File: config.mk
export PLATFORM = sky130hd
export DESIGN_NAME = ldst_unit
export DESIGN_NICKNAME = d
export VERILOG_FILES = /design/src/ldst_pkg.sv /design/src/ldst_decode.sv /design/src/ldst_load_align.sv /design/src/ldst_mem_seq.sv /design/src/ldst_unit.sv
export VERILOG_INCLUDE_DIRS = /design/src
export SDC_FILE = /design/constraint.sdc
export NUM_CORES = 1
export LEC_CHECK = 0
export BUFFER_PORTS_ARGS = -buffer_cell sky130_fd_sc_hd__buf_2
export CAP_MARGIN = 20
export CORE_ASPECT_RATIO = 1.25
export CORE_MARGIN = 2
export CORE_UTILIZATION = 50
export DETAILED_ROUTE_END_ITERATION = 8
export PLACE_DENSITY = 0.74
export SLEW_MARGIN = 5
export SYNTH_ARGS = -nofsm -noshare
export SYNTH_HDL_FRONTEND = slang
export SYNTH_SLANG_ARGS = --single-unit
export TNS_END_PERCENT = 5
File: constraint.sdc
create_clock -name clock -period 20.4 [get_ports clock]
set_input_delay 0 -clock clock [delete_from_list [all_inputs] [get_ports clock]]
set_output_delay 0 -clock clock [all_outputs]
set_load 0.005 [all_outputs]
File: src/ldst_defines.svh
// Load/store unit parameters
// Data width, stack step, SPR reset value and the access size codes

`ifndef LDST_DEFINES_SVH
`define LDST_DEFINES_SVH

// Data and address width
`define LDST_XLEN 32

// Byte lanes per word
`define LDST_LANES (`LDST_XLEN / 8)

// Bytes moved per push or pop
`define LDST_STACK_STEP 4

// Stack pointer after reset
`define LDST_SPR_RESET 32'h0000_1000

// Access size codes
`define LDST_SIZE_BYTE 2'd0
`define LDST_SIZE_HALF 2'd1
`define LDST_SIZE_WORD 2'd2

`endif

File: src/ldst_pkg.sv
// Load/store unit types
// Word, lane and command types, the sequencer states and the port structs

`default_nettype none

package ldst_pkg;

	`include "ldst_defines.svh"

	typedef logic [`LDST_XLEN-1:0]  ldst_word_t;
	typedef logic [`LDST_LANES-1:0] ldst_lanes_t;
	typedef logic [1:0]             ldst_shift_t;	// Byte offset in word
	typedef logic [1:0]             ldst_size_t;	// 0 byte, 1 half, 2 word

	// Normal commands in the low codes, system commands above
	typedef enum logic [4:0] {
		LD8       = 5'h00,
		LD16      = 5'h01,
		LD32      = 5'h02,
		ST8       = 5'h03,
		ST16      = 5'h04,
		ST32      = 5'h05,
		PUSH      = 5'h06,
		PPUSH     = 5'h07,
		POP       = 5'h08,
		LDD8      = 5'h09,
		LDD16     = 5'h0a,
		LDD32     = 5'h0b,
		STD8      = 5'h0c,
		STD16     = 5'h0d,
		STD32     = 5'h0e,
		READ_SPR  = 5'h10,
		WRITE_SPR = 5'h11,
		ADD_SPR   = 5'h12
	} ldst_cmd_e;

	typedef enum logic [2:0] {
		IDLE,
		MEM_REQ,
		MEM_REL,
		DONE,
		RELEASE
	} ldst_state_e;

	typedef struct packed {
		ldst_cmd_e  cmd;
		logic       sys_mode;	// 1 selects the system commands
		ldst_word_t source0;
		ldst_word_t source1;
		ldst_word_t adv_data;	// Displacement
		ldst_word_t pc;
	} ldst_cmd_t;

	typedef struct packed {
		logic        access;	// Memory transaction needed
		logic        rw;	// 1 write
		ldst_word_t  addr;
		ldst_word_t  wdata;
		ldst_size_t  size;
		ldst_lanes_t lanes;
		ldst_shift_t shift;
		logic        spr_write;
		ldst_word_t  spr_next;
		ldst_word_t  data;	// Result data for non-load commands
		logic        fault;
	} ldst_access_t;

	typedef struct packed {
		logic        rw;
		ldst_word_t  addr;	// Word aligned
		ldst_word_t  wdata;
		ldst_lanes_t lanes;
	} ldst_mem_t;

	typedef struct packed {
		ldst_word_t data;
		logic       spr_valid;
		ldst_word_t spr;
		logic       fault;
	} ldst_result_t;

endpackage

`default_nettype wire

File: src/ldst_decode.sv
// Load/store command decoder
// Combinational effective address, byte lanes, store data and load shift,
// plus the new stack pointer value for push, pop and system commands

`timescale 1ns/1ps
`default_nettype none
`include "ldst_defines.svh"

module ldst_decode
	import ldst_pkg::*;
(
	input  ldst_cmd_t    cmd,
	input  ldst_word_t   spr,
	output ldst_access_t acc
);

	localparam ldst_word_t STACK_STEP = ldst_word_t'(`LDST_STACK_STEP);

	// Lane mask by size and offset, misaligned halfword gives no lanes
	function automatic ldst_lanes_t byte_lanes(input ldst_size_t size,
		input ldst_shift_t offset);
		ldst_lanes_t lanes;
		case (size)
			`LDST_SIZE_BYTE: lanes = ldst_lanes_t'(4'b0001 << offset);
			`LDST_SIZE_HALF:
			begin
				case (offset)
					2'd0:    lanes = 4'b0011;
					2'd2:    lanes = 4'b1100;
					default: lanes = 4'b0000;
				endcase
			end
			`LDST_SIZE_WORD: lanes = 4'b1111;
			default:         lanes = 4'b0000;
		endcase
		return lanes;
	endfunction

	// Source copied into every lane of its size
	function automatic ldst_word_t store_data(input ldst_size_t size, input ldst_word_t src);
		case (size)
			`LDST_SIZE_BYTE: return {4{src[7:0]}};
			`LDST_SIZE_HALF: return {2{src[15:0]}};
			default:         return src;
		endcase
	endfunction

	logic        mem_op;	// Command touches memory
	logic        is_disp;
	ldst_size_t  size;
	ldst_word_t  base;	// Address before displacement
	ldst_word_t  src;
	ldst_word_t  addr;
	ldst_shift_t offset;

	always_comb
	begin
		mem_op = 1'b0;
		is_disp = 1'b0;
		size = `LDST_SIZE_WORD;
		base = cmd.source1;
		src = cmd.source0;
		acc.rw = 1'b0;
		acc.spr_write = 1'b0;
		acc.spr_next = spr;
		acc.data = '0;
		if (!cmd.sys_mode)
		begin
			acc.rw = cmd.cmd inside {ST8, ST16, ST32, STD8, STD16, STD32, PUSH, PPUSH};
			is_disp = cmd.cmd inside {LDD8, LDD16, LDD32, STD8, STD16, STD32};
			case (cmd.cmd)
				LD8, ST8, LDD8, STD8:
				begin
					mem_op = 1'b1;
					size = `LDST_SIZE_BYTE;
				end
				LD16, ST16, LDD16, STD16:
				begin
					mem_op = 1'b1;
					size = `LDST_SIZE_HALF;
				end
				LD32, ST32, LDD32, STD32:
					mem_op = 1'b1;
				PUSH, PPUSH:
				begin
					mem_op = 1'b1;
					base = spr - STACK_STEP;	// Pre-decrement
					acc.spr_write = 1'b1;
					acc.spr_next = spr - STACK_STEP;
					if (cmd.cmd == PPUSH)
						src = cmd.pc;
				end
				POP:
				begin
					mem_op = 1'b1;
					base = spr;
					acc.spr_write = 1'b1;
					acc.spr_next = spr + STACK_STEP;	// Post-increment
				end
				default:
					mem_op = 1'b0;
			endcase
		end
		else
		begin
			case (cmd.cmd)
				READ_SPR:
				begin
					acc.spr_write = 1'b1;
					acc.data = spr;
				end
				WRITE_SPR:
				begin
					acc.spr_write = 1'b1;
					acc.spr_next = cmd.source0;
				end
				ADD_SPR:
				begin
					acc.spr_write = 1'b1;
					acc.spr_next = cmd.source0 + cmd.source1;
				end
				default:
					acc.spr_write = 1'b0;
			endcase
		end

		// Displacement scaled by access size
		addr = base + (is_disp ? cmd.adv_data << size : '0);
		offset = addr[1:0];

		acc.addr = addr;
		acc.size = size;
		acc.lanes = byte_lanes(size, offset);
		case (size)
			`LDST_SIZE_BYTE: acc.shift = offset;
			`LDST_SIZE_HALF: acc.shift = {offset[1], 1'b0};
			default:         acc.shift = 2'd0;
		endcase
		acc.wdata = store_data(size, src);
		acc.fault = mem_op && size == `LDST_SIZE_HALF && offset[0];
		acc.access = mem_op && !acc.fault;
	end

endmodule

`default_nettype wire

File: src/ldst_load_align.sv
// Load data aligner
// Moves the addressed bytes down to bit 0 and zero-extends by access size

`timescale 1ns/1ps
`default_nettype none
`include "ldst_defines.svh"

module ldst_load_align
	import ldst_pkg::*;
(
	input  ldst_word_t  rdata,
	input  ldst_size_t  size,
	input  ldst_shift_t shift,
	output ldst_word_t  data
);

	ldst_word_t shifted;

	assign shifted = rdata >> {shift, 3'b000};	// Offset in bytes

	always_comb
	begin
		case (size)
			`LDST_SIZE_BYTE: data = ldst_word_t'(shifted[7:0]);
			`LDST_SIZE_HALF: data = ldst_word_t'(shifted[15:0]);
			default:         data = shifted;
		endcase
	end

endmodule

`default_nettype wire

File: src/ldst_mem_seq.sv
// Load/store sequencer
// Runs one four-phase transaction on the data memory port, then
// acknowledges the command and waits for its request to drop

`timescale 1ns/1ps
`default_nettype none

module ldst_mem_seq
	import ldst_pkg::*;
(
	input  logic       clock,
	input  logic       rst_n,
	input  logic       start,
	input  logic       access,
	input  logic       rw,
	output logic       mem_req,
	input  logic       mem_ack,
	input  ldst_word_t mem_rdata,
	output ldst_word_t rdata,
	output logic       cmd_ack,
	input  logic       cmd_req,
	output logic       busy,
	output logic       done
);

	ldst_state_e state;

	always_ff @(posedge clock)
	begin
		if (!rst_n)
		begin
			state <= IDLE;
			mem_req <= 1'b0;
			cmd_ack <= 1'b0;
		end
		else
		begin
			case (state)
				IDLE:
					if (start)
						state <= MEM_REQ;
				MEM_REQ:
				begin
					if (!access)
						state <= DONE;	// No transaction, straight to ack
					else if (mem_req && mem_ack)
					begin
						mem_req <= 1'b0;
						state <= MEM_REL;
					end
					else
						mem_req <= 1'b1;
				end
				MEM_REL:
					if (!mem_ack)
						state <= DONE;
				DONE:
				begin
					cmd_ack <= 1'b1;
					state <= RELEASE;
				end
				RELEASE:
				begin
					if (!cmd_req)
					begin
						cmd_ack <= 1'b0;
						state <= IDLE;
					end
				end
				default:
					state <= IDLE;
			endcase
		end
	end

	// Read data held for the aligner until the next load
	always_ff @(posedge clock)
	begin
		if (state == MEM_REQ && mem_req && mem_ack && !rw)
			rdata <= mem_rdata;
	end

	assign busy = state != IDLE;
	assign done = state == DONE;

	a_req_held: assert property (@(posedge clock) disable iff (!rst_n)
		mem_req && !mem_ack |=> mem_req)
		else $error("mem_req dropped before mem_ack");

	a_req_ack_excl: assert property (@(posedge clock) disable iff (!rst_n)
		!(mem_req && cmd_ack))
		else $error("mem_req and cmd_ack high together");

endmodule

`default_nettype wire

File: src/ldst_unit.sv
// Load/store execute stage
// Captures one command, holds the stack pointer and ties the decoder,
// memory sequencer and load aligner together

`timescale 1ns/1ps
`default_nettype none
`include "ldst_defines.svh"

module ldst_unit
	import ldst_pkg::*;
(
	input  logic         clock,
	input  logic         rst_n,
	input  logic         cmd_req,
	output logic         cmd_ack,
	input  ldst_cmd_t    cmd,
	output ldst_result_t result,
	output logic         mem_req,
	input  logic         mem_ack,
	output ldst_mem_t    mem,
	input  ldst_word_t   mem_rdata
);

	ldst_cmd_t    cmd_q;
	ldst_word_t   spr_q;
	ldst_access_t acc;
	ldst_word_t   ld_raw;	// Latched memory word
	ldst_word_t   ld_data;
	logic         start;
	logic         busy;
	logic         done;

	assign start = cmd_req && !busy;

	always_ff @(posedge clock)
	begin
		if (start)
			cmd_q <= cmd;
	end

	// SPR updates on the edge that raises cmd_ack
	always_ff @(posedge clock)
	begin
		if (!rst_n)
			spr_q <= `LDST_SPR_RESET;
		else if (done && acc.spr_write)
			spr_q <= acc.spr_next;
	end

	ldst_decode u_decode (
		.cmd (cmd_q),
		.spr (spr_q),
		.acc (acc)
	);

	ldst_mem_seq u_seq (
		.clock     (clock),
		.rst_n     (rst_n),
		.start     (start),
		.access    (acc.access),
		.rw        (acc.rw),
		.mem_req   (mem_req),
		.mem_ack   (mem_ack),
		.mem_rdata (mem_rdata),
		.rdata     (ld_raw),
		.cmd_ack   (cmd_ack),
		.cmd_req   (cmd_req),
		.busy      (busy),
		.done      (done)
	);

	ldst_load_align u_align (
		.rdata (ld_raw),
		.size  (acc.size),
		.shift (acc.shift),
		.data  (ld_data)
	);

	assign mem.rw = acc.rw;
	assign mem.addr = {acc.addr[`LDST_XLEN-1:2], 2'b00};
	assign mem.wdata = acc.wdata;
	assign mem.lanes = acc.lanes;

	// spr_q already holds the new value while cmd_ack is high
	assign result.data = (acc.access && !acc.rw) ? ld_data : acc.data;
	assign result.spr_valid = acc.spr_write;
	assign result.spr = spr_q;
	assign result.fault = acc.fault;

	// Port command must match the captured one while its request is up
	a_cmd_stable: assert property (@(posedge clock) disable iff (!rst_n)
		busy && cmd_req |-> cmd == cmd_q)
		else $error("command changed while its request was pending");

endmodule

`default_nettype wire

### After elaboration in Yosys (flattened, before gate mapping)

Index checks and enable logic that the tools add are counted.

* shift-type cells: 3
* equality and inequality tests: 29
* $add $sub $neg: 4
* mux-type cells: 33
* reductions and logical operators: 31

Operator list (number)
* $mux W32: 8
* $pmux W32 S2: 4
* $pmux W33 S2: 1
* $add A32 B32 Y32: 2
* $eq A5 B4 Y1 const B: 7
* $mux W33: 1
* $add A32 B3 Y32 const B: 1
* $shl A32 B2 Y32: 1
* $shr A32 B5 Y32: 1
* $sub A32 B3 Y32 const B: 1
* $eq A5 B3 Y1 const B: 4
* $eq A5 B5 Y1 const B: 3
* $mux W3: 5
* $pmux W3 S5: 1
* $reduce_or A15 Y1: 1
* $pmux W4 S3: 1
* $eq A5 B2 Y1 const B: 2
* $logic_and A1 B1 Y1: 10
* $pmux W2 S2: 2
* $pmux W4 S2: 1
* $reduce_bool A8 Y1: 1
* $reduce_or A4 Y1: 2
* $mux W1: 7
* $eq A3 B2 Y1 const B: 2
* other kinds (23): 31

* output and inout port bits: 137
* bits of input ports: 170
* register bits: 203

### Depth between registers and ports, before layout

* depth after elaboration: 12
* gate-level depth with buffers: 25

### Hierarchy

From an unflattened synthesis, not the netlist that was laid out.

* cell total of the unflattened synthesis: 1721
* area total of the unflattened synthesis: 15632.5 µm²

By module, submodules not included
* ldst_decode: instances 1, cells an instance 1257, area an instance 7936.4 µm²
* ldst_unit: instances 1, cells an instance 322, area an instance 5821.8 µm²
* ldst_mem_seq: instances 1, cells an instance 65, area an instance 1228.7 µm²
* ldst_load_align: instances 1, cells an instance 77, area an instance 645.6 µm²

### Least setup slack after synthesis

Ideal clock, no wire load.

* path kind: register to register
* from: register u_seq.state[0]
* to: register cmd_q[0] in the netlist's numbering, enable pin
* stages on the path, launching flop included: 3
* library setup time: 1002 ps
* slack: 5095 ps
* buffers on the path: 1
* arrival time: 14303 ps
* path through: dfxtp_1 -> clkbuf_1 -> nor4b_1

* cells in the longest elaborated chain, start to end: 3

RTL lines
* start: declaration: RTL line ldst_mem_seq.sv:26 `ldst_state_e state;`
* start signal: assignment: RTL line ldst_mem_seq.sv:32 `state <= IDLE;`
* start signal: assignment: RTL line ldst_mem_seq.sv:41 `state <= MEM_REQ;`
* start signal: assignment: RTL line ldst_mem_seq.sv:45 `state <= DONE;`
* $reduce_bool A3 Y1: RTL line ldst_mem_seq.sv:83 `assign busy = state != IDLE;`
* $logic_not A1 Y1: RTL line ldst_unit.sv:33 `assign start = cmd_req && !busy;`
* $logic_and A1 B1 Y1: RTL line ldst_unit.sv:33
* named net start: RTL line ldst_unit.sv:29 `logic start;`
* end signal: assignment: RTL line ldst_unit.sv:38 `cmd_q <= cmd;`
* end: declaration: RTL line ldst_unit.sv:24 `ldst_cmd_t cmd_q;`

The timed path passes the listed nets, and every way through them passes these cells.
A chain may end at the register's enable or synchronous reset.

==> flow_summary.toml <==
[synthesis]
syn_area_sq_um = 14950
synth_top_cell_area_share_pct = 33.33
avgSynthCellArea_sq_um = 9.074
yosysUniqueCellTypes = 87
synth_edf_count = 166
ys.flop_type = "edfxtp_1"
synth_most_common_cell = "edfxtp_1"
synth.yosys.seq_area_share_pct = 38.29
synth_cells = 1648
synth-async-reset-ratio_pct = 0
synth_top_cell_by_area = "edfxtp_1"
yosys-top-cells-area = "edfxtp_1 33%, ha_1 5.4%, dfxtp_1 5.0%, mux2i_1 4.4%, a21oi_1 4.1%"
synthTopCellsByCount = "166 x edfxtp_1, 163 x nand2_1, 123 x a21oi_1"
yosys_register_bits = 203
yosysWarningCount = 0

[detailed_routing]
drtIter0Drc = 1248
wl_um = 51800
drc = 0
via_count = 14350
wl_per_cell_um = 21.66
via_per_inst = 6.001
ant_nets = 0
dr.pass1.iters = 5

[outcome]
status = "finished, final reports clean"

[floorplanning]
fp.dieW_um = 158.7
die_area_sq_um = 31320
initial_core_util_pct = 50.97
core_sq_um = 29340
rows = 70
die_h_um = 197.4
pin_count = 307

[setup_path]
cp-start-kind = "register"
reg2reg_depth = 13
crit_end = "mem[65]"
worstReg2RegStart = "cmd_q[132]$_DFFE_PP_"
crit_start = "cmd_q[129]$_DFFE_PP_"
end_kind = "output pin"
worstSetupPathType = "reg -> out"
cp_max_fo = 35
cp.arrival_ps = 5970
rr_endpoint = "u_seq.state[1]$_SDFFE_PN0P_"
ff2ff_setup_slack_ps = 16480
crit_required_ps = 20400

[clocking]
cts_tree = "built"
cts_buffers = 23
cts.repair.resized = 0
clkSlewWorstSetupHoldPaths_ps = 70
clockRootBuffer = "clkbuf_16"
clockBufferDepth = 3
cts_max_level = 1
cts_sinks = 203
insertion_delay_ps = 530

[run]
cap_violations = 0

[sta]
slew_headroom_pct = 26.53
rsz0062_at_grt = "false"
fmax_mhz = 167.6
hold_viol = 0
fin_crit_sh_pct = 29.25
fin_crit_ps = 5967
finalSetupViolations = 0
setup_tns_ps = 0
drv_slew = 0
max_slew.worst_pin.slew_ps = 1102
finClkSkew_ps = 19.90

[power_and_ir_drop]
irDropWorstVdd_mv = 0.07962
p_leak_nw = 7.787
power_mw = 1.384
p_per_area_nw_per_um2 = 74.44

[min_path]
hold_path.class = "in -> reg"

[global_routing]
antenna_found_initial = 0
grt_overflow = 0
grt_pass1_vias = 13880
grt_use_total_pct = 32.17
grt_max_degree = 87
grt_pass1_wl_um = 77020

[placed_design]
dp_cells = 2184
hpwl_um = 37050
numPortBuffers = 304
gp_congestion = 0.9349

[cells_and_area]
stdcell_count = 2392
layout-drive-gt1-share_pct = 20.09
syn_to_final_growth_pct = 24.34
antennaDiodeCount = 0
nets = 2218
-- how the worst min path moves through the flow --
stage | cells past startpoint | startpoint | end
5_1_grt | 2 | mem_rdata[20] | u_seq.rdata[20]$_DFFE_PP_
4_1_cts | 2 | cmd[112] | cmd_q[112]$_DFFE_PP_
3_5_place_dp | 1 | mem_rdata[9] | u_seq.rdata[9]$_DFFE_PP_
6_report | 2 | mem_rdata[20] | u_seq.rdata[20]$_DFFE_PP_
2_1_floorplan | 0 | cmd[0] | cmd_q[0]$_DFFE_PP_
3_3_place_gp | 1 | cmd[12] | cmd_q[12]$_DFFE_PP_
-- through the flow --
stage	hold slack, ps	worst slack (ps)	cell area (sq um)	utilization [%]
after floorplan	98.87	5095	14960	-
after global placement	176.3	15120	16150	55.06
after detailed placement	178.1	15010	16150	55.06
after CTS	161.3	14460	18590	63.37
after global routing	169.0	14080	18590	63.37
final	171.3	14430	18590	63.37
-- state kept, by name, summed over array words and instances, names as in the netlist --
signal,count
u_seq.state,3
cmd_q,134
u_seq.rdata,32
spr_q,32
u_seq.cmd_ack,1
u_seq.mem_req,1
-- cell families after synthesis --
logic type | share of synthesized area, %
simple gates | 16.06
mux | 6.752
compound gates | 21.52
flops | 38.29
other cells | 0.02508
xor+xnor | 4.150
fa+ha+maj | 5.623
buf+inv | 7.580
-- timing repair --
action | in CTS | in global routing
hold endpoints to repair | 185 | 0
hold buffers | 169 | 0
buffers inserted | 0 | 0
-- layout make-up --
cell class	count	area [sq um]
Clock buffer	23	575.6
Clock inverter	16	172.7
Fill cell	2396	10750
Inverter	40	150.1
Multi-Input combinational cell	1223	8127
Sequential cell	203	5725
Tap cell	396	495.5
Timing Repair Buffer	491	3348
-- where the power goes --
part / internal (mW) / total (mW) / switching, mW
Clock: 0.254 / 0.424 / 0.170
Combinational: 0.181 / 0.429 / 0.247
Sequential: 0.497 / 0.532 / 0.0345
Total: 0.933 / 1.38 / 0.451
-- cells in the final DEF (no fill, tap or decap), drive strengths merged, types with 15 or more instances in the layout --
cell	Yosys	layout
xnor2	50	50
a21o	24	24
ha	64	64
a31oi	26	26
buf	95	322
or3	18	18
nor3	50	50
nor2	125	125
inv	39	40
mux2i	66	66
nor2b	16	16
o21ai	136	136
xor2	20	20
dfxtp	37	37
nand3	45	45
nand2	164	164
clkbuf	88	23
edfxtp	166	166
a221oi	29	29
dlygate4sd3	0	169
o211ai	15	15
o21a	20	20
nand2b	16	16
a21oi	124	124
a211oi	30	30
a22o	26	26
-- routing by layer --
metal / share of wire (%) / vias up / global-route usage, % / routed length (um)
li1: - / 6743 / - / -
met1: 39 / 6683 / 39.94 / 20120
met2: 47 / 800 / 53.95 / 24380
met3: 9.2 / 128 / 6.011 / 4764
met4: 4.9 / 0 / 14.81 / 2537
met5: 0 / - / 0 / 0
-- worst max-delay path: stages (launching register included) --
cell	delay [ps]
edfxtp_1	550
xnor2_1	190
a21oi_1	150
nor2_1	50
a21oi_1	240
nand2b_2	410
buf_4	530
mux2i_1	190
a221oi_1	340
ha_1	330
o21ai_0	260
o21ai_1	100
a31oi_1	330
o21a_1	270
o21ba_2	220
a21oi_1	120
a31o_2	290
a311oi_1	440
a21oi_1	140
xor2_1	160
buf_2	130
No activity file was read; power rests on OpenSTA's default activity.
